$ cat config.mk
export PLATFORM = sky130hd
export DESIGN_NAME = hbm_test_ctrl
export DESIGN_NICKNAME = d
export VERILOG_FILES = /design/src/hbm_ctrl_pkg.sv /design/src/clock_reconfig_sequencer.sv /design/src/command_decoder.sv /design/src/hbm_test_ctrl.sv /design/src/port_mask_loader.sv
export SDC_FILE = /design/constraint.sdc
export NUM_CORES = 1
export LEC_CHECK = 0
export ABC_AREA = 1
export ABC_CLOCK_PERIOD_IN_PS = 2150
export BUFFER_PORTS_ARGS = -buffer_cell sky130_fd_sc_hd__buf_2
export CAP_MARGIN = 20
export CELL_PAD_IN_SITES_DETAIL_PLACEMENT = 0
export CELL_PAD_IN_SITES_GLOBAL_PLACEMENT = 1
export CORE_ASPECT_RATIO = 1.25
export CORE_MARGIN = 5
export CORE_UTILIZATION = 35
export DETAILED_ROUTE_END_ITERATION = 10
export GPL_TIMING_DRIVEN = 1
export PLACE_DENSITY = 0.77
export SYNTH_ARGS = -nofsm -noshare
export SYNTH_HDL_FRONTEND = slang
export SYNTH_SLANG_ARGS = --single-unit
$ cat constraint.sdc
create_clock -name clk -period 2.15 [get_ports clk]
set_input_delay 0.1075 -clock clk [delete_from_list [all_inputs] [get_ports clk]]
set_output_delay 0.1075 -clock clk [all_outputs]
set_load 0.02 [all_outputs]
$ cat src/hbm_ctrl_pkg.sv
`default_nettype none

package hbm_ctrl_pkg;

    typedef logic [7:0] byte_t;

    typedef enum logic [7:0] {
        OP_HBM_TEMP    = 8'h2F,
        OP_START       = 8'h30,
        OP_STOP        = 8'h31,
        OP_WRITE       = 8'h32,
        OP_READ        = 8'h33,
        OP_QREAD       = 8'h35,
        OP_QWRITE      = 8'h36,
        OP_ADDR_INC    = 8'h37,
        OP_ADDR_STATIC = 8'h38,
        OP_PORT_MASK   = 8'h39,
        OP_LENGTH      = 8'h3A,
        OP_CLK_650     = 8'h3C,
        OP_CLK_450     = 8'h3D,
        OP_CLK_325     = 8'h3E,
        OP_RESET       = 8'h40
    } opcode_e;

    typedef enum logic [7:0] {
        RESP_START       = 8'h41,
        RESP_STOP        = 8'h42,
        RESP_WRITE       = 8'h43,
        RESP_READ        = 8'h44,
        RESP_QREAD       = 8'h46,
        RESP_QWRITE      = 8'h47,
        RESP_ADDR_INC    = 8'h48,
        RESP_ADDR_STATIC = 8'h49,
        RESP_MASK        = 8'h4A,
        RESP_RESET       = 8'h4B,
        RESP_LENGTH      = 8'h4C,
        RESP_CLK_650     = 8'h4E,
        RESP_CLK_450     = 8'h4F,
        RESP_CLK_325     = 8'h50
    } resp_e;

    // Code 2 (read-write mix) not supported
    typedef enum logic [2:0] {
        RW_READ   = 3'd0,
        RW_WRITE  = 3'd1,
        RW_QREAD  = 3'd3,
        RW_QWRITE = 3'd4
    } rw_mode_e;

    typedef enum logic [1:0] {CLK_650, CLK_450, CLK_325} clk_profile_e;

    localparam int PORT_COUNT = 32;
    localparam int LENGTH_W = 4;
    localparam logic [LENGTH_W-1:0] LENGTH_RESET = 4'd15;

    localparam int DRP_ADDR_W = 11;
    localparam int DRP_DATA_W = 32;
    localparam int DRP_WRITES = 13;

    //////////////////////////////////////////////////
    // Last write of the MMCM register map kicks off reconfig
    localparam logic [DRP_ADDR_W-1:0] DRP_ADDR_TABLE [DRP_WRITES] = '{
        11'h304, 11'h308, 11'h30C, 11'h310, 11'h33C, 11'h340, 11'h344,
        11'h348, 11'h34C, 11'h350, 11'h354, 11'h358, 11'h35C
    };

    localparam logic [DRP_DATA_W-1:0] PROFILE_DATA [3][DRP_WRITES] = '{
        '{32'h1041, 32'h0000, 32'h1105, 32'h0080, 32'h1041, 32'h1146, 32'h0080,
          32'h0384, 32'h7C01, 32'h7FE9, 32'h0900, 32'h1890, 32'h0003},  // 650 MHz
        '{32'h1041, 32'h0000, 32'h1105, 32'h0080, 32'h1041, 32'h1105, 32'h0080,
          32'h03E8, 32'h6401, 32'h67E9, 32'h0900, 32'h1890, 32'h0003},  // 450 MHz
        '{32'h1082, 32'h0000, 32'h1249, 32'h0000, 32'h1041, 32'h1187, 32'h0080,
          32'h02EE, 32'h7C01, 32'h7FE9, 32'h0900, 32'h8890, 32'h0003}   // 325 MHz
    };

endpackage

`default_nettype wire

$ cat src/clock_reconfig_sequencer.sv
`timescale 1ns/10ps
`default_nettype none

module clock_reconfig_sequencer (
    input  wire                                  clk,
    input  wire                                  reset_state_machine,
    input  wire                                  reconfig_start,
    input  wire hbm_ctrl_pkg::clk_profile_e      reconfig_profile,
    input  wire                                  drp_done,
    input  wire                                  clk_locked,
    output logic                                 drp_req,
    output logic [hbm_ctrl_pkg::DRP_ADDR_W-1:0]  drp_addr,
    output logic [hbm_ctrl_pkg::DRP_DATA_W-1:0]  drp_data,
    output logic                                 reconfig_busy
);

    typedef enum logic [1:0] {IDLE, WRITE, GAP, LOCK_WAIT} state_e;

    localparam logic [3:0] LAST_WRITE = 4'(hbm_ctrl_pkg::DRP_WRITES - 1);

    state_e                     state;
    logic [3:0]                 write_index;
    hbm_ctrl_pkg::clk_profile_e profile;

    assign drp_req       = (state == WRITE);
    assign reconfig_busy = (state != IDLE);

    // Table lookup for the current write
    assign drp_addr = hbm_ctrl_pkg::DRP_ADDR_TABLE[write_index];
    assign drp_data = hbm_ctrl_pkg::PROFILE_DATA[profile][write_index];

    //////////////////////////////////////////////////
    // Write sequence
    always_ff @(posedge clk)
    begin
        if (reset_state_machine)
        begin
            state       <= IDLE;
            write_index <= 4'd0;
            profile     <= hbm_ctrl_pkg::CLK_650;
        end
        else
        begin
            case (state)
                IDLE:
                begin
                    if (reconfig_start)
                    begin
                        state       <= WRITE;
                        write_index <= 4'd0;
                        profile     <= reconfig_profile;
                    end
                end
                WRITE:
                begin
                    if (drp_done)
                    begin
                        if (write_index == LAST_WRITE)
                            state <= LOCK_WAIT;  // Reconfig write done
                        else
                        begin
                            write_index <= write_index + 4'd1;
                            state       <= GAP;
                        end
                    end
                end
                GAP:
                    state <= WRITE;  // One idle cycle between writes
                LOCK_WAIT:
                begin
                    if (clk_locked)
                        state <= IDLE;
                end
                default:
                    state <= IDLE;
            endcase
        end
    end

    // Request held steady until the DRP answers
    assert property (@(posedge clk) disable iff (reset_state_machine)
        drp_req && !drp_done |=> drp_req && $stable(drp_addr) && $stable(drp_data));

endmodule

`default_nettype wire

$ cat src/command_decoder.sv
`timescale 1ns/10ps
`default_nettype none

module command_decoder (
    input  wire                                  clk,
    input  wire                                  reset_state_machine,
    input  wire                                  rx_valid,
    input  wire hbm_ctrl_pkg::byte_t             rx_data,
    input  wire [6:0]                            hbm_temperature,
    input  wire                                  mask_busy,
    input  wire                                  mask_loaded,
    input  wire                                  reconfig_busy,
    output logic                                 tx_valid,
    output hbm_ctrl_pkg::byte_t                  tx_data,
    output logic                                 start,
    output hbm_ctrl_pkg::rw_mode_e               read_write,
    output logic                                 address_inc,
    output logic [hbm_ctrl_pkg::LENGTH_W-1:0]    length,
    output logic                                 mask_begin,
    output logic                                 reconfig_start,
    output hbm_ctrl_pkg::clk_profile_e           reconfig_profile,
    output logic                                 soft_reset
);

    typedef enum logic {IDLE, LENGTH_WAIT} state_e;

    state_e                state;
    hbm_ctrl_pkg::opcode_e opcode;
    logic                  byte_taken;
    logic                  cmd_valid;
    logic                  length_taken;
    logic                  clear_regs;
    logic                  resp_valid;
    hbm_ctrl_pkg::byte_t   resp_data;

    assign opcode       = hbm_ctrl_pkg::opcode_e'(rx_data);
    assign byte_taken   = rx_valid && !mask_busy && !reconfig_busy;  // Dropped while busy
    assign cmd_valid    = byte_taken && (state == IDLE);
    assign length_taken = byte_taken && (state == LENGTH_WAIT);

    assign mask_begin = cmd_valid && (opcode == hbm_ctrl_pkg::OP_PORT_MASK);
    assign soft_reset = cmd_valid && (opcode == hbm_ctrl_pkg::OP_RESET);
    assign reconfig_start = cmd_valid && (opcode inside {hbm_ctrl_pkg::OP_CLK_650,
                                                         hbm_ctrl_pkg::OP_CLK_450,
                                                         hbm_ctrl_pkg::OP_CLK_325});
    assign clear_regs = reset_state_machine || soft_reset;

    always_comb
    begin
        case (opcode)
            hbm_ctrl_pkg::OP_CLK_450: reconfig_profile = hbm_ctrl_pkg::CLK_450;
            hbm_ctrl_pkg::OP_CLK_325: reconfig_profile = hbm_ctrl_pkg::CLK_325;
            default:                  reconfig_profile = hbm_ctrl_pkg::CLK_650;
        endcase
    end

    //////////////////////////////////////////////////
    // Response byte select for all sources
    always_comb
    begin
        resp_valid = 1'b1;
        resp_data  = 8'h00;
        if (mask_loaded)
            resp_data = hbm_ctrl_pkg::RESP_MASK;
        else if (length_taken)
            resp_data = hbm_ctrl_pkg::RESP_LENGTH;
        else if (cmd_valid)
        begin
            case (opcode)
                hbm_ctrl_pkg::OP_START:       resp_data = hbm_ctrl_pkg::RESP_START;
                hbm_ctrl_pkg::OP_STOP:        resp_data = hbm_ctrl_pkg::RESP_STOP;
                hbm_ctrl_pkg::OP_WRITE:       resp_data = hbm_ctrl_pkg::RESP_WRITE;
                hbm_ctrl_pkg::OP_READ:        resp_data = hbm_ctrl_pkg::RESP_READ;
                hbm_ctrl_pkg::OP_QREAD:       resp_data = hbm_ctrl_pkg::RESP_QREAD;
                hbm_ctrl_pkg::OP_QWRITE:      resp_data = hbm_ctrl_pkg::RESP_QWRITE;
                hbm_ctrl_pkg::OP_ADDR_INC:    resp_data = hbm_ctrl_pkg::RESP_ADDR_INC;
                hbm_ctrl_pkg::OP_ADDR_STATIC: resp_data = hbm_ctrl_pkg::RESP_ADDR_STATIC;
                hbm_ctrl_pkg::OP_RESET:       resp_data = hbm_ctrl_pkg::RESP_RESET;
                hbm_ctrl_pkg::OP_CLK_650:     resp_data = hbm_ctrl_pkg::RESP_CLK_650;
                hbm_ctrl_pkg::OP_CLK_450:     resp_data = hbm_ctrl_pkg::RESP_CLK_450;
                hbm_ctrl_pkg::OP_CLK_325:     resp_data = hbm_ctrl_pkg::RESP_CLK_325;
                hbm_ctrl_pkg::OP_HBM_TEMP:    resp_data = {1'b0, hbm_temperature};
                default:                      resp_valid = 1'b0;  // Mask, length, unknown
            endcase
        end
        else
            resp_valid = 1'b0;
    end

    //////////////////////////////////////////////////
    // Mode and length registers
    always_ff @(posedge clk)
    begin
        if (clear_regs)
        begin
            state       <= IDLE;
            start       <= 1'b0;
            read_write  <= hbm_ctrl_pkg::RW_READ;
            address_inc <= 1'b0;
            length      <= hbm_ctrl_pkg::LENGTH_RESET;
        end
        else if (length_taken)
        begin
            length <= rx_data[hbm_ctrl_pkg::LENGTH_W-1:0];
            state  <= IDLE;
        end
        else if (cmd_valid)
        begin
            case (opcode)
                hbm_ctrl_pkg::OP_START:       start       <= 1'b1;
                hbm_ctrl_pkg::OP_STOP:        start       <= 1'b0;
                hbm_ctrl_pkg::OP_WRITE:       read_write  <= hbm_ctrl_pkg::RW_WRITE;
                hbm_ctrl_pkg::OP_READ:        read_write  <= hbm_ctrl_pkg::RW_READ;
                hbm_ctrl_pkg::OP_QREAD:       read_write  <= hbm_ctrl_pkg::RW_QREAD;
                hbm_ctrl_pkg::OP_QWRITE:      read_write  <= hbm_ctrl_pkg::RW_QWRITE;
                hbm_ctrl_pkg::OP_ADDR_INC:    address_inc <= 1'b1;
                hbm_ctrl_pkg::OP_ADDR_STATIC: address_inc <= 1'b0;
                hbm_ctrl_pkg::OP_LENGTH:      state       <= LENGTH_WAIT;
                default: ;
            endcase
        end
    end

    always_ff @(posedge clk)
    begin
        if (reset_state_machine)
            tx_valid <= 1'b0;
        else
            tx_valid <= resp_valid;
    end

    always_ff @(posedge clk)
    begin
        tx_data <= resp_data;
    end

    // UART pacing keeps responses apart
    assert property (@(posedge clk) disable iff (reset_state_machine)
        tx_valid |=> !tx_valid);

    // Sequencer must be idle and accept the start
    assert property (@(posedge clk) disable iff (reset_state_machine)
        reconfig_start |-> !reconfig_busy ##1 reconfig_busy);

endmodule

`default_nettype wire

$ cat src/hbm_test_ctrl.sv
`timescale 1ns/10ps
`default_nettype none

module hbm_test_ctrl (
    input  wire                                  clk,
    input  wire                                  reset_state_machine,
    input  wire                                  rx_valid,
    input  wire hbm_ctrl_pkg::byte_t             rx_data,
    input  wire [6:0]                            hbm_temperature,
    input  wire                                  drp_done,
    input  wire                                  clk_locked,
    output logic                                 tx_valid,
    output hbm_ctrl_pkg::byte_t                  tx_data,
    output logic                                 start,
    output hbm_ctrl_pkg::rw_mode_e               read_write,
    output logic                                 address_inc,
    output logic [hbm_ctrl_pkg::PORT_COUNT-1:0]  port_mask,
    output logic [hbm_ctrl_pkg::LENGTH_W-1:0]    length,
    output logic                                 drp_req,
    output logic [hbm_ctrl_pkg::DRP_ADDR_W-1:0]  drp_addr,
    output logic [hbm_ctrl_pkg::DRP_DATA_W-1:0]  drp_data
);

    logic                       mask_begin;
    logic                       mask_busy;
    logic                       mask_loaded;
    logic                       mask_reset;
    logic                       soft_reset;
    logic                       reconfig_start;
    logic                       reconfig_busy;
    hbm_ctrl_pkg::clk_profile_e reconfig_profile;

    assign mask_reset = reset_state_machine | soft_reset;  // Reset command clears the mask

    command_decoder u_command_decoder (
        .clk                 (clk),
        .reset_state_machine (reset_state_machine),
        .rx_valid            (rx_valid),
        .rx_data             (rx_data),
        .hbm_temperature     (hbm_temperature),
        .mask_busy           (mask_busy),
        .mask_loaded         (mask_loaded),
        .reconfig_busy       (reconfig_busy),
        .tx_valid            (tx_valid),
        .tx_data             (tx_data),
        .start               (start),
        .read_write          (read_write),
        .address_inc         (address_inc),
        .length              (length),
        .mask_begin          (mask_begin),
        .reconfig_start      (reconfig_start),
        .reconfig_profile    (reconfig_profile),
        .soft_reset          (soft_reset)
    );

    port_mask_loader u_port_mask_loader (
        .clk                 (clk),
        .reset_state_machine (mask_reset),
        .rx_valid            (rx_valid),
        .rx_data             (rx_data),
        .mask_begin          (mask_begin),
        .mask_busy           (mask_busy),
        .mask_loaded         (mask_loaded),
        .port_mask           (port_mask)
    );

    clock_reconfig_sequencer u_clock_reconfig_sequencer (
        .clk                 (clk),
        .reset_state_machine (reset_state_machine),
        .reconfig_start      (reconfig_start),
        .reconfig_profile    (reconfig_profile),
        .drp_done            (drp_done),
        .clk_locked          (clk_locked),
        .drp_req             (drp_req),
        .drp_addr            (drp_addr),
        .drp_data            (drp_data),
        .reconfig_busy       (reconfig_busy)
    );

endmodule

`default_nettype wire

$ cat src/port_mask_loader.sv
`timescale 1ns/10ps
`default_nettype none

module port_mask_loader (
    input  wire                                  clk,
    input  wire                                  reset_state_machine,
    input  wire                                  rx_valid,
    input  wire hbm_ctrl_pkg::byte_t             rx_data,
    input  wire                                  mask_begin,
    output logic                                 mask_busy,
    output logic                                 mask_loaded,
    output logic [hbm_ctrl_pkg::PORT_COUNT-1:0]  port_mask
);

    logic [1:0]                            byte_count;
    logic [hbm_ctrl_pkg::PORT_COUNT-9:0]   mask_shift;  // First three bytes

    assign mask_loaded = mask_busy && rx_valid && (byte_count == 2'd3);

    always_ff @(posedge clk)
    begin
        if (reset_state_machine)
        begin
            mask_busy  <= 1'b0;
            byte_count <= 2'd0;
            port_mask  <= '0;
        end
        else if (mask_begin)
        begin
            mask_busy  <= 1'b1;
            byte_count <= 2'd0;
        end
        else if (mask_busy && rx_valid)
        begin
            byte_count <= byte_count + 2'd1;
            if (byte_count == 2'd3)
            begin
                mask_busy <= 1'b0;
                port_mask <= {mask_shift, rx_data};  // First byte lands on top
            end
        end
    end

    always_ff @(posedge clk)
    begin
        if (mask_busy && rx_valid)
            mask_shift <= {mask_shift[hbm_ctrl_pkg::PORT_COUNT-17:0], rx_data};
    end

endmodule

`default_nettype wire

* Yosys cells after proc, flatten, opt, wreduce, memory -nomap -nowiden
Memory sizes are Yosys's and may differ from the RTL's.
Cells that the tools add are included.
** Word-level totals
- Flip-flop bits (word level) :: 86
- Bits in read-only memories :: 176
- Word-level logic and storage cells :: 118
- Memories kept :: 1
** Memory list
- (no name shown) :: depth 16, width 11, read ports 1, clocked after Yosys merged registers in 0, wr ports 0, RTL line clock_reconfig_sequencer.sv:29 : assign drp_addr = hbm_ctrl_pkg::DRP_ADDR_TABLE[write_index];
** Operators by class
- Add/subtract/negate cells :: 2
- $lt $le $gt $ge :: 2
- Equal/unequal tests :: 24
- Mux-type cells :: 31
- Bitwise logic cells :: 7
- Reduce and logical (&&, ||, !) cells :: 35
** Operator list (number)
- $bmux W416 S2 :: 1
- $mux W416 :: 2
- $bmux W32 S4 :: 1
- $eq A8 B6 Y1 const B :: 14
- $pmux W7 S13 :: 1
- $mux W32 :: 2
- $mux W11 :: 2
- $reduce_and A3 Y1 :: 5
- $reduce_or A13 Y1 :: 1
- $mux W4 :: 3
- $pmux W3 S4 :: 1
- $reduce_bool A2 Y1 :: 6
- $logic_and A1 B1 Y1 :: 9
- $eq A8 B7 Y1 const B :: 1
- $mux W1 :: 8
- $ne A2 B2 Y1 const B :: 4
- $pmux W2 S4 :: 1
- $pmux W4 S2 :: 1
- $mux W7 :: 1
- $eq A2 B2 Y1 const B :: 3
- $mux W2 :: 3
- $reduce_and A2 Y1 :: 3
- $reduce_or A2 Y1 :: 3
- $ge A5 B5 Y1 const B :: 1
- other kinds (19) :: 24

* Longest topological paths before layout
Gate-level depths: netlist of the first run.
- Depth after elaboration :: 7
- Gate-level depth with buffers :: 11
- Gate-level depth less buffers :: 10

* By module
Synthesis of the first run repeated with hierarchy kept, for this count alone.
** Second synthesis, totals
- Cell total of the unflattened synthesis :: 603
- Area total of the unflattened synthesis :: 4473.0 um2
** By module, submodules not included
- port_mask_loader :: times used 1, cells each 248, area an instance 2284.7 um2, sequential area each 1421.4 um2
- clock_reconfig_sequencer :: times used 1, cells each 188, area an instance 1113.6 um2, sequential area each 160.2 um2
- command_decoder :: times used 1, cells each 164, area an instance 1063.5 um2, sequential area each 360.3 um2
- hbm_test_ctrl :: times used 1, cells each 3, area an instance 11.3 um2, sequential area each 0.0 um2

* Least setup slack after synthesis of the first run
OpenSTA, ideal clock, no wires.
- Kind :: register to register
- From :: register u_port_mask_loader.mask_busy
- To :: register u_port_mask_loader.mask_shift[0] in the netlist's numbering (enable)
- Setup time :: 0.397 ns
- Arrival :: 1.409 ns
- Required time :: 1.753 ns
- Path slack :: 0.343 ns
- Stages on the path, launching flop included :: 4
- Buffers on the path :: 1
- Path through :: dfxtp_1 > nand2_1 > clkinv_1 > clkbuf_1
** Between the ends
- Word-level cells in the longest chain between the ends :: 1
** RTL lines
- start, declared :: RTL line port_mask_loader.sv:10 : output logic mask_busy,
- start signal, assigned :: RTL line port_mask_loader.sv:24 : mask_busy <= 1'b0;
- start signal, assigned :: RTL line port_mask_loader.sv:30 : mask_busy <= 1'b1;
- start signal, assigned :: RTL line port_mask_loader.sv:38 : mask_busy <= 1'b0;
- $logic_and A1 B1 Y1 :: RTL line port_mask_loader.sv:46 : if (mask_busy && rx_valid)
- end signal, assigned :: RTL line port_mask_loader.sv:47 : mask_shift <= {mask_shift[hbm_ctrl_pkg::PORT_COUNT-17:0], rx_data};
- end, declared :: RTL line port_mask_loader.sv:16 : logic [hbm_ctrl_pkg::PORT_COUNT-9:0] mask_shift;
No other way between the ends.
A chain may end at the register's enable or synchronous reset.

* Worst setup path in the final report of the first run
- From :: register u_clock_reconfig_sequencer.profile[1]
- To :: output port drp_data[6] in the netlist's numbering
** Between the ends
- Word-level cells in the longest chain between the ends :: 7
** RTL lines
- start, declared :: RTL line clock_reconfig_sequencer.sv:23 : hbm_ctrl_pkg::clk_profile_e profile;
- start signal, assigned :: RTL line clock_reconfig_sequencer.sv:40 : profile <= hbm_ctrl_pkg::CLK_650;
- start signal, assigned :: RTL line clock_reconfig_sequencer.sv:51 : profile <= reconfig_profile;
- $not A2 Y3 (implied by the code) :: RTL line clock_reconfig_sequencer.sv:30 : assign drp_data = hbm_ctrl_pkg::PROFILE_DATA[profile][write_index];
- $bmux W416 S2 :: RTL line clock_reconfig_sequencer.sv:30
- $mux W416 (implied by the code) (2 in series) :: RTL line clock_reconfig_sequencer.sv:30
- $bmux W32 S4 :: RTL line clock_reconfig_sequencer.sv:30
- $mux W32 (implied by the code) (2 in series) :: RTL line clock_reconfig_sequencer.sv:30
- end, declared :: RTL line hbm_test_ctrl.sv:21 : output logic [hbm_ctrl_pkg::DRP_DATA_W-1:0] drp_data
No other way between the ends. The select of a mux whose other input is x is not followed.

==> reports/summary.txt, run 1 <==
CP Data Required Time: 2.04 ns
grt ovf: 0
Comb pwr share: 31.8%
CP arrival: 1.87 ns
clock tree buffer depth: 2
crit-path cells: ha_1 -> nor2_1 -> nand2_1 -> inv_1 -> nand2_1 -> nand3_1 -> a21o_1 -> buf_2
Filler cells: 1126
min Tclk post-route: 1.98 ns
Final Skew: 0.00462 ns
Leakage Power: 2.24 nW
Util after Layout: 43.4%
Primary FF master, synth: dfxtp_1
Root Buffer: clkbuf_16
initial DRC count: 272
Max-cap violations: 0
syn avg cell area: 7.81 sq um
sequential share of the synthesized area: 48.1%
CTS tree: done
fin nets: 632
Clock power frac: 33.0%
synthesized netlist cell count: 517
Hold Crit Class: in2reg
RSZ-0062 raised after global routing: no
vias in the first global route: 3547
DIE WIDTH: 106 um
f_max: 505 MHz
CP max FO: 6
IO Port Bufs: 90
Synth-to-Final Area Change: 20.4%
die area: 13800 sq um
Final Hold Viols: 0
number of routed nets with antenna violations: 0
max incr delay on CP: 0.40 ns
FF+latch count, synth: 85
TritonCTS Buffers: 9
Worst-path clk slew: 0.06 ns
Startpoint Class: register
Setup Buffers After CTS: 0
Die Y-Extent: 130 um
Worst Setup SP: u_clock_reconfig_sequencer.profile[1]$_SDFFE_PP0P_
layout cells sized above 1: 22.1%
HPWL after detailed placement: 8.26 mm
CP Capture Type: output port
Total GRT Usage: 16.1%
initial core utilization: 36.1%
io pins: 114
Core Area: 11200 sq um
Rows: 43
routability cong.: 0.970
cell at the slowest stage of the critical path: dfxtp_1
crit-path most repeated cell: nand2_1
FFs w/ async S/R, synth: 0%
CP Class: reg2out
max-slew violations: 0
global-route wire length before repair: 17.8 mm
clk_lat worst skew: 0.33 ns
area of the multi-input gates: 1720 sq um
R2R Path Start: u_clock_reconfig_sequencer.write_index[0]$_SDFFE_PP0P_
Seq pwr share: 35.2%
relative slew slack: 60.2%
Final Cell Area: 4860 sq um
Routed Wire Length: 11.0 mm
drc violations: 0
outcome: complete, no violations
Post-DP Area: 4520 sq um
diodes inserted: 0
YS warnings: 0
Final Cycle Share: 92.1%
clk sink count: 85
FF+latch area: 1940 sq um
cell internal pwr: 0.00320 W
initial antenna violation count: 0
via count: 3693
DR pass1 iterations: 5
power per cell area: 1030 nW/um^2
Vias/cell: 4.95
post-synthesis cell type count: 35
largest net degree at the start of global routing: 58
Net Sw Frac: 36.0%
setup TNS: 0 ns
Post-synth EDFFs: 24
Net Sw Power: 0.00180 W
Avg WL per Cell: 14.7 um
Final setup viols: 0
H-tree levels: 3
min-delay src: reset_state_machine
Max VDD drop: 0.789 mV
Worst Max-Slew Pin Slew: 0.596 ns
Netlist Area Pre-Place: 4040 sq um
[worst max-delay path: cells and delay by family, from the launching register on]
family / cells / cell delay, ns
AO/OA/AOI/OAI: 1 / 0.17
buffers and inverters: 2 / 0.22
adder cells (fa/ha/maj): 1 / 0.34
AND/OR/NAND/NOR: 4 / 0.41
flip-flops: 1 / 0.40
[flip-flops by register name, indices dropped and copies added, names as in the netlist]
signal	flops
u_port_mask_loader.port_mask	32
u_port_mask_loader.mask_shift	24
u_command_decoder.tx_data	7
u_clock_reconfig_sequencer.write_index	4
u_command_decoder.length	4
u_command_decoder.read_write	3
u_clock_reconfig_sequencer.profile	2
u_clock_reconfig_sequencer.state	2
u_port_mask_loader.byte_count	2
u_command_decoder.address_inc	1
u_command_decoder.start	1
u_command_decoder.state	1
u_command_decoder.tx_valid	1
u_port_mask_loader.mask_busy	1
[final timing paths]
check	end	slack (ns)	cells after the start
hold / removal	u_clock_reconfig_sequencer.state[0]$_SDFFE_PP0P_	0.02	2
hold reg to reg	u_port_mask_loader.mask_shift[9]$_DFFE_PP_	0.45	0
setup reg to reg	u_clock_reconfig_sequencer.write_index[3]$_SDFFE_PP0P_	0.51	8
setup / recovery	drp_data[6]	0.17	8
[kinds of logic (layout without fill, tap and decap cells)]
logic type	after synthesis	after routing	synth area share, %
AND/OR/NAND/NOR	243	243	25.8
buffers and inverters	92	165	11.4
flip-flops	85	85	48.1
XOR/XNOR	1	1	0.217
adder cells (fa/ha/maj)	6	6	1.86
other	2	23	0.186
AO/OA/AOI/OAI	88	88	12.4
[per-stage QoR]
step           total power, W  cells  hold slack, ns  worst slack, ns
2_1_floorplan         0.00291    538           0.177            0.343
3_3_place_gp          0.00338    729           0.346            0.491
3_5_place_dp          0.00335    729           0.348            0.447
4_1_cts               0.00501    746         0.00860           0.0646
5_1_grt               0.00530    746         0.00760           0.0161
6_report              0.00500    746          0.0240            0.170
[Yosys cell counts (4+ instances only)]
library cell  instances  area share (%)
nor3_1                5            0.62
dfxtp_1              61              30
o211ai_1              5            0.93
buf_2                 6            0.74
nand2_1             118              11
buf_4                29             5.4
nand2_2               4            0.62
inv_2                 7            0.65
inv_1                41             3.8
nor2_1               51             4.7
a21oi_1              50             6.2
nand4_1               5            0.77
ha_1                  6             1.9
o21ai_0              16             2.0
clkbuf_1              8            0.74
edfxtp_1             24              18
nand3_1              52             6.4
[metal layers]
layer  global-route usage, %  part of all wire (%)  vias up
met2                    28.8                    51      131
li1                        -                     -     1837
met1                    18.0                    40     1697
met5                       0                     0        -
met3                    4.55                   5.7       28
met4                    6.63                   3.1        0
[power by group through the flow]
stage	clock, W	combinational [W]	sequential [W]
global route	0.00176	0.00177	0.00177
finish	0.00165	0.00159	0.00176
global placement	0	0.00159	0.00179
floorplan	0	0.00114	0.00178
CTS	0.00168	0.00157	0.00175
detailed placement	0	0.00156	0.00179
[placed cells by master (no fill, tap or decap), drive strengths merged, types with 2 or more instances in the layout]
cell type | Yosys | layout
a211oi | 3 | 3
a21oi | 50 | 50
a22oi | 2 | 2
a31oi | 2 | 2
buf | 35 | 99
bufinv | 0 | 2
clkbuf | 8 | 11
clkinv | 1 | 2
conb | 2 | 23
dfxtp | 61 | 61
edfxtp | 24 | 24
ha | 6 | 6
inv | 48 | 49
nand2 | 122 | 122
nand3 | 52 | 52
nand4 | 6 | 6
nor2 | 54 | 54
nor3 | 7 | 7
o211ai | 5 | 5
o21ai | 19 | 19
o311ai | 2 | 2
or2 | 2 | 2
[what timing repair did]
item,in CTS,in global routing
endpoints found under the setup margin,0,5
hold buffers,1,0
endpoints found under the hold margin,1,0
resized for setup,0,3
[area by class of cell]
type,instances,area share (%)
timing repair buffer,100,10.9
clock buffer,11,4.79
sequential,85,40.0
multi-input combinational,361,35.4
tap,135,3.47
clock inverter,5,1.75
inverter,49,3.78
No activity file was read; power rests on OpenSTA's default activity.
==> inputs of run 2 (changes only) <==
--- a/config.mk
+++ b/config.mk
@@ -11,7 +11,7 @@
 export CAP_MARGIN = 20
 export CELL_PAD_IN_SITES_DETAIL_PLACEMENT = 0
 export CELL_PAD_IN_SITES_GLOBAL_PLACEMENT = 1
-export CORE_ASPECT_RATIO = 1.25
+export CORE_ASPECT_RATIO = 0.6
 export CORE_MARGIN = 5
 export CORE_UTILIZATION = 35
 export DETAILED_ROUTE_END_ITERATION = 10
==> run 2 against run 1 <==
  * Final area rose by 0.57%
  * Non-clock buffer count fell by 1
  * Highest routed layer unchanged
  * Clock-buffer cell count decreased by 2
  * Cell count rose by 3.2%
  * Clock power barely moved
  * Wire length rose by 4.3%
==> reports/summary.txt, run 2 (synthesis gave the netlist of run 1 again) <==
Final Cell Area: 4890 sq um
clock tree buffer depth: 2
Worst Max-Slew Pin Slew: 0.608 ns
largest net degree at the start of global routing: 58
Avg WL per Cell: 14.9 um
grt peak-use layer: met1
commonest non-fill, non-tap cell in the layout: nand2_1
Final Skew: 0.00782 ns
max reg flops: 32
initial core utilization: 35.7%
initial antenna violation count: 0
CP Data Required Time: 2.04 ns
routability cong.: 0.912
via count: 3709
met2 Track Usage GR: 23.1%
Final Hold Viols: 0
clk_lat worst skew: 0.33 ns
IO Port Bufs: 90
drc violations: 0
worst slack, placed: 0.371 ns
Routed Wire Length: 11.5 mm
outcome: complete, no violations
Root Buffer: clkbuf_16
relative slew slack: 59.4%
layout cells sized above 1: 22.1%
CP Class: reg2out
CP Capture Type: output port
vias in the first global route: 3499
Core Area: 11300 sq um
CP arrival: 1.92 ns
power per cell area: 1020 nW/um^2
Post-DP Area: 4550 sq um
grt ovf: 0
f_max: 493 MHz
Total GRT Usage: 16.6%
final worst slack: 0.123 ns
Startpoint Class: register
Leakage Power: 2.24 nW
clk sink count: 85
Synth-to-Final Area Change: 21.1%
WHS: 0.0125 ns
most frequent cells in the layout: nand2_1, buf_2, dfxtp_1, nand3_1
Largest Register: u_port_mask_loader.port_mask
initial DRC count: 293
DR pass1 iterations: 5
Vias/cell: 4.82
min Tclk post-route: 2.03 ns
global-route wire length before repair: 18.2 mm
io pins: 114
Total Power: 0.00500 W
Setup Buffers After CTS: 0
diodes inserted: 0
setup TNS: 0 ns
Die Y-Extent: 93.2 um
Final setup viols: 0
top flop regs: u_port_mask_loader.port_mask x32, u_port_mask_loader.mask_shift x24, u_command_decoder.tx_data x7
Worst-path clk slew: 0.06 ns
met1 Use GR: 25.4%
fin nets: 631
Max-cap violations: 0
number of routed nets with antenna violations: 0
grt met3 use: 4.12%
Rows: 30
Hold Crit Class: in2reg
Max VDD drop: 0.405 mV
max-slew violations: 0
HPWL after detailed placement: 8.80 mm
Final Cycle Share: 94.3%
CP max FO: 6
H-tree levels: 3
die area: 13900 sq um
CTS tree: done
TritonCTS Buffers: 9
DIE WIDTH: 149 um
-- run 2: routing by layer --
metal	routed length, um	share of wire (%)	up-vias
met5	0	0	-
met4	80	0.70	0
met3	765	6.7	8
met2	4680	41	138
met1	5940	52	1719
li1	-	-	1844
-- run 2: what timing repair did --
action	in CTS	in global routing
hold buffers	1	0
gates resized for setup	1	1
endpoints found under the hold margin	1	0
setup endpoints to repair	1	2
-- run 2: path summary, 6_finish.rpt --
path                                                          start                                                     end  slack, ns  cells past startpoint
max              u_clock_reconfig_sequencer.profile[1]$_SDFFE_PP0P_                                             drp_data[8]       0.12                      7
min                                             reset_state_machine      u_clock_reconfig_sequencer.profile[1]$_SDFFE_PP0P_       0.01                      2
max reg2reg  u_clock_reconfig_sequencer.write_index[0]$_SDFFE_PP0P_  u_clock_reconfig_sequencer.write_index[2]$_SDFFE_PP0P_       0.51                      8
min reg2reg              u_port_mask_loader.mask_shift[2]$_DFFE_PP_             u_port_mask_loader.mask_shift[10]$_DFFE_PP_       0.45                      0
-- run 2: per-stage QoR --
| stage | util [%] | instances |
|---|---|---|
| 4_1_cts | 43.2 | 770 |
| 5_1_grt | 43.3 | 770 |
| 3_3_place_gp | 40.3 | 753 |
| 2_1_floorplan | - | 538 |
| 6_report | 43.3 | 770 |
| 3_5_place_dp | 40.3 | 753 |
-- run 2: cell type report --
type / instances / area (sq um)
fillers: 1170 / 6410
flip-flops and latches: 85 / 1940
multi-input cells: 361 / 1720
repair buffers: 99 / 520
clock buffers: 9 / 225
well taps: 160 / 200
inverters: 49 / 184
clock inverters: 7 / 97.6
-- run 2: power breakdown --
part           total [W]  internal, W  switching, W
clock            0.00164      0.00102      0.000617
sequential       0.00176      0.00169     0.0000652
combinational    0.00160     0.000482       0.00112
total            0.00500      0.00319       0.00180
-- run 2: critical path: stages, from the launching register on --
cell and delay [ns]:
dfxtp_1 0.36, ha_1 0.30, nor2_1 0.24, inv_1 0.09, o21ai_0 0.18, nand2_1 0.09
o311ai_0 0.10, buf_2 0.23
==> inputs of run 3 (changes only) <==
==> constraint.sdc (replaced) <==
create_clock -name clk -period 2.15 [get_ports clk]
set_input_delay 0.215 -clock clk [delete_from_list [all_inputs] [get_ports clk]]
set_output_delay 0.215 -clock clk [all_outputs]
set_load 0.02 [all_outputs]
==> run 3 against run 2 <==
  * Clock skew down 0.0019 ns
  * Clock power hardly changed
  * Die area stayed put
  * Non-clock buffer count grew 1
  * Final area barely moved
  * First-iteration DRC count rose by 27%
  * Fmax hardly changed
  * Clock-buffer cell count up 1
  * Largest power group unchanged
  * Sequential cell count stayed put
  * Cell count rose by 0.13%
  * Worst setup slack about the same
==> reports/summary.txt, run 3 (synthesis gave the netlist of run 1 again) <==
Largest Register: u_port_mask_loader.port_mask
most frequent cells in the layout: nand2_1, buf_2, dfxtp_1, nand3_1
Hold Crit Class: in2reg
HPWL after detailed placement: 8.68 mm
DIE WIDTH: 149 um
hold_buf cts: 0
RSZ-0062 raised after global routing: no
drc violations: 0
initial antenna violation count: 0
initial core utilization: 35.7%
Routed Wire Length: 11.4 mm
CP max FO: 6
top flop regs: u_port_mask_loader.port_mask x32, u_port_mask_loader.mask_shift x24, u_command_decoder.tx_data x7
commonest non-fill, non-tap cell in the layout: nand2_1
Avg WL per Cell: 14.8 um
Die Y-Extent: 93.2 um
Hold Path End: u_port_mask_loader.mask_shift[4]$_DFFE_PP_
outcome: complete, no violations
Root Buffer: clkbuf_16
Startpoint Class: register
Final Cycle Share: 94.3%
IO Port Bufs: 90
CP arrival: 1.81 ns
Total GRT Usage: 16.5%
CP Class: reg2out
worst r2r dst: u_clock_reconfig_sequencer.write_index[1]$_SDFFE_PP0P_
power per cell area: 1030 nW/um^2
Max-cap violations: 0
Synth-to-Final Area Change: 21.2%
vias in the first global route: 3417
Leakage Power: 2.25 nW
CP Capture Type: output port
R2R setup slack: 0.46 ns
min-delay src: rx_data[4]
f_max: 493 MHz
max reg flops: 32
diodes inserted: 0
clk sink count: 85
number of routed nets with antenna violations: 0
DR pass1 iterations: 6
Worst Max-Slew Pin Slew: 0.581 ns
Final Cell Area: 4890 sq um
Core Area: 11300 sq um
io pins: 114
Post-DP Area: 4560 sq um
Worst-path clk slew: 0.06 ns
CP Data Required Time: 1.93 ns
clk_lat worst skew: 0.34 ns
CTS tree: done
via count: 3756
min Tclk post-route: 2.03 ns
die area: 13900 sq um
Rows: 30
layout cells sized above 1: 22.7%
grt ovf: 0
global-route wire length before repair: 18.0 mm
routability cong.: 0.923
relative slew slack: 61.3%
Final Skew: 0.00595 ns
initial DRC count: 371
Max VDD drop: 0.351 mV
setup TNS: 0 ns
clock tree buffer depth: 2
largest net degree at the start of global routing: 58
max-slew violations: 0
Worst R2R Path Depth: 8
R2R Path Start: u_clock_reconfig_sequencer.write_index[1]$_SDFFE_PP0P_
hold depth: 1
Vias/cell: 4.87
Final Hold Viols: 0
Final setup viols: 0
TritonCTS Buffers: 9
fin nets: 632
H-tree levels: 3
==> run 3: critical path: stages, from the launching register on <==
cell and delay [ns]:
dfxtp_1 0.34, ha_2 0.24, nor2_1 0.22, inv_1 0.11
o311ai_0 0.33, buf_2 0.24
==> run 3: stage by stage <==
stage | utilization, % | worst slack, ns | power [W] | hold slack, ns | instances
3_3_place_gp | 40.4 | 0.312 | 0.00342 | 0.434 | 755
6_report | 43.3 | 0.123 | 0.00503 | 0.113 | 771
3_5_place_dp | 40.4 | 0.344 | 0.00338 | 0.434 | 755
5_1_grt | 43.3 | 0.00761 | 0.00528 | 0.104 | 771
4_1_cts | 43.2 | 0.0621 | 0.00504 | 0.0954 | 771
2_1_floorplan | - | 0.317 | 0.00291 | 0.284 | 538
==> run 3: layer usage <==
metal  wire length (um)  share of wire, %  GRT usage (%)  up-vias
met2               4650                41           22.3      149
met4                 82              0.72           4.15        0
met3                778               6.8           3.78       10
met5                  0                 0              0        -
li1                   -                 -              -     1844
met1               5930                52           25.8     1753
==> run 3: where the power goes <==
| part | leakage, nW | total [W] | switching (W) | internal [W] |
|---|---|---|---|---|
| registers | 0.708 | 0.00176 | 0.0000663 | 0.00169 |
| logic | 1.38 | 0.00164 | 0.00114 | 0.000495 |
| clock network | 0.156 | 0.00164 | 0.000619 | 0.00102 |
| total | 2.25 | 0.00503 | 0.00183 | 0.00321 |
==> run 3: worst max path at each step <==
stage	startpoint	to	slack [ns]	cells past startpoint
final	u_clock_reconfig_sequencer.profile[1]$_SDFFE_PP0P_	drp_data[9]	0.12	5
after global placement	u_clock_reconfig_sequencer.profile[1]$_SDFFE_PP0P_	drp_data[8]	0.31	7
after floorplan	u_clock_reconfig_sequencer.profile[1]$_SDFFE_PP0P_	drp_data[9]	0.32	4
after detailed placement	u_clock_reconfig_sequencer.write_index[3]$_SDFFE_PP0P_	drp_data[6]	0.34	8
after global routing	u_clock_reconfig_sequencer.profile[1]$_SDFFE_PP0P_	drp_data[6]	0.008	8
after CTS	u_clock_reconfig_sequencer.profile[1]$_SDFFE_PP0P_	drp_data[6]	0.06	8
==> run 3: final cells by class <==
type | instances | area [sq um]
Clock buffer | 10 | 229
Fill cell | 1165 | 6410
Inverter | 49 | 184
Clock inverter | 6 | 87.6
Timing Repair Buffer | 100 | 526
Multi-Input combinational cell | 361 | 1720
Tap cell | 160 | 200
Sequential cell | 85 | 1940
==> run 3: what timing repair did <==
item                                    in CTS  in global routing
gates cloned                                 0                  0
setup buffers                                0                  0
pin swaps                                    0                  0
gates resized for setup                      1                  6
endpoints found under the setup margin       2                  6
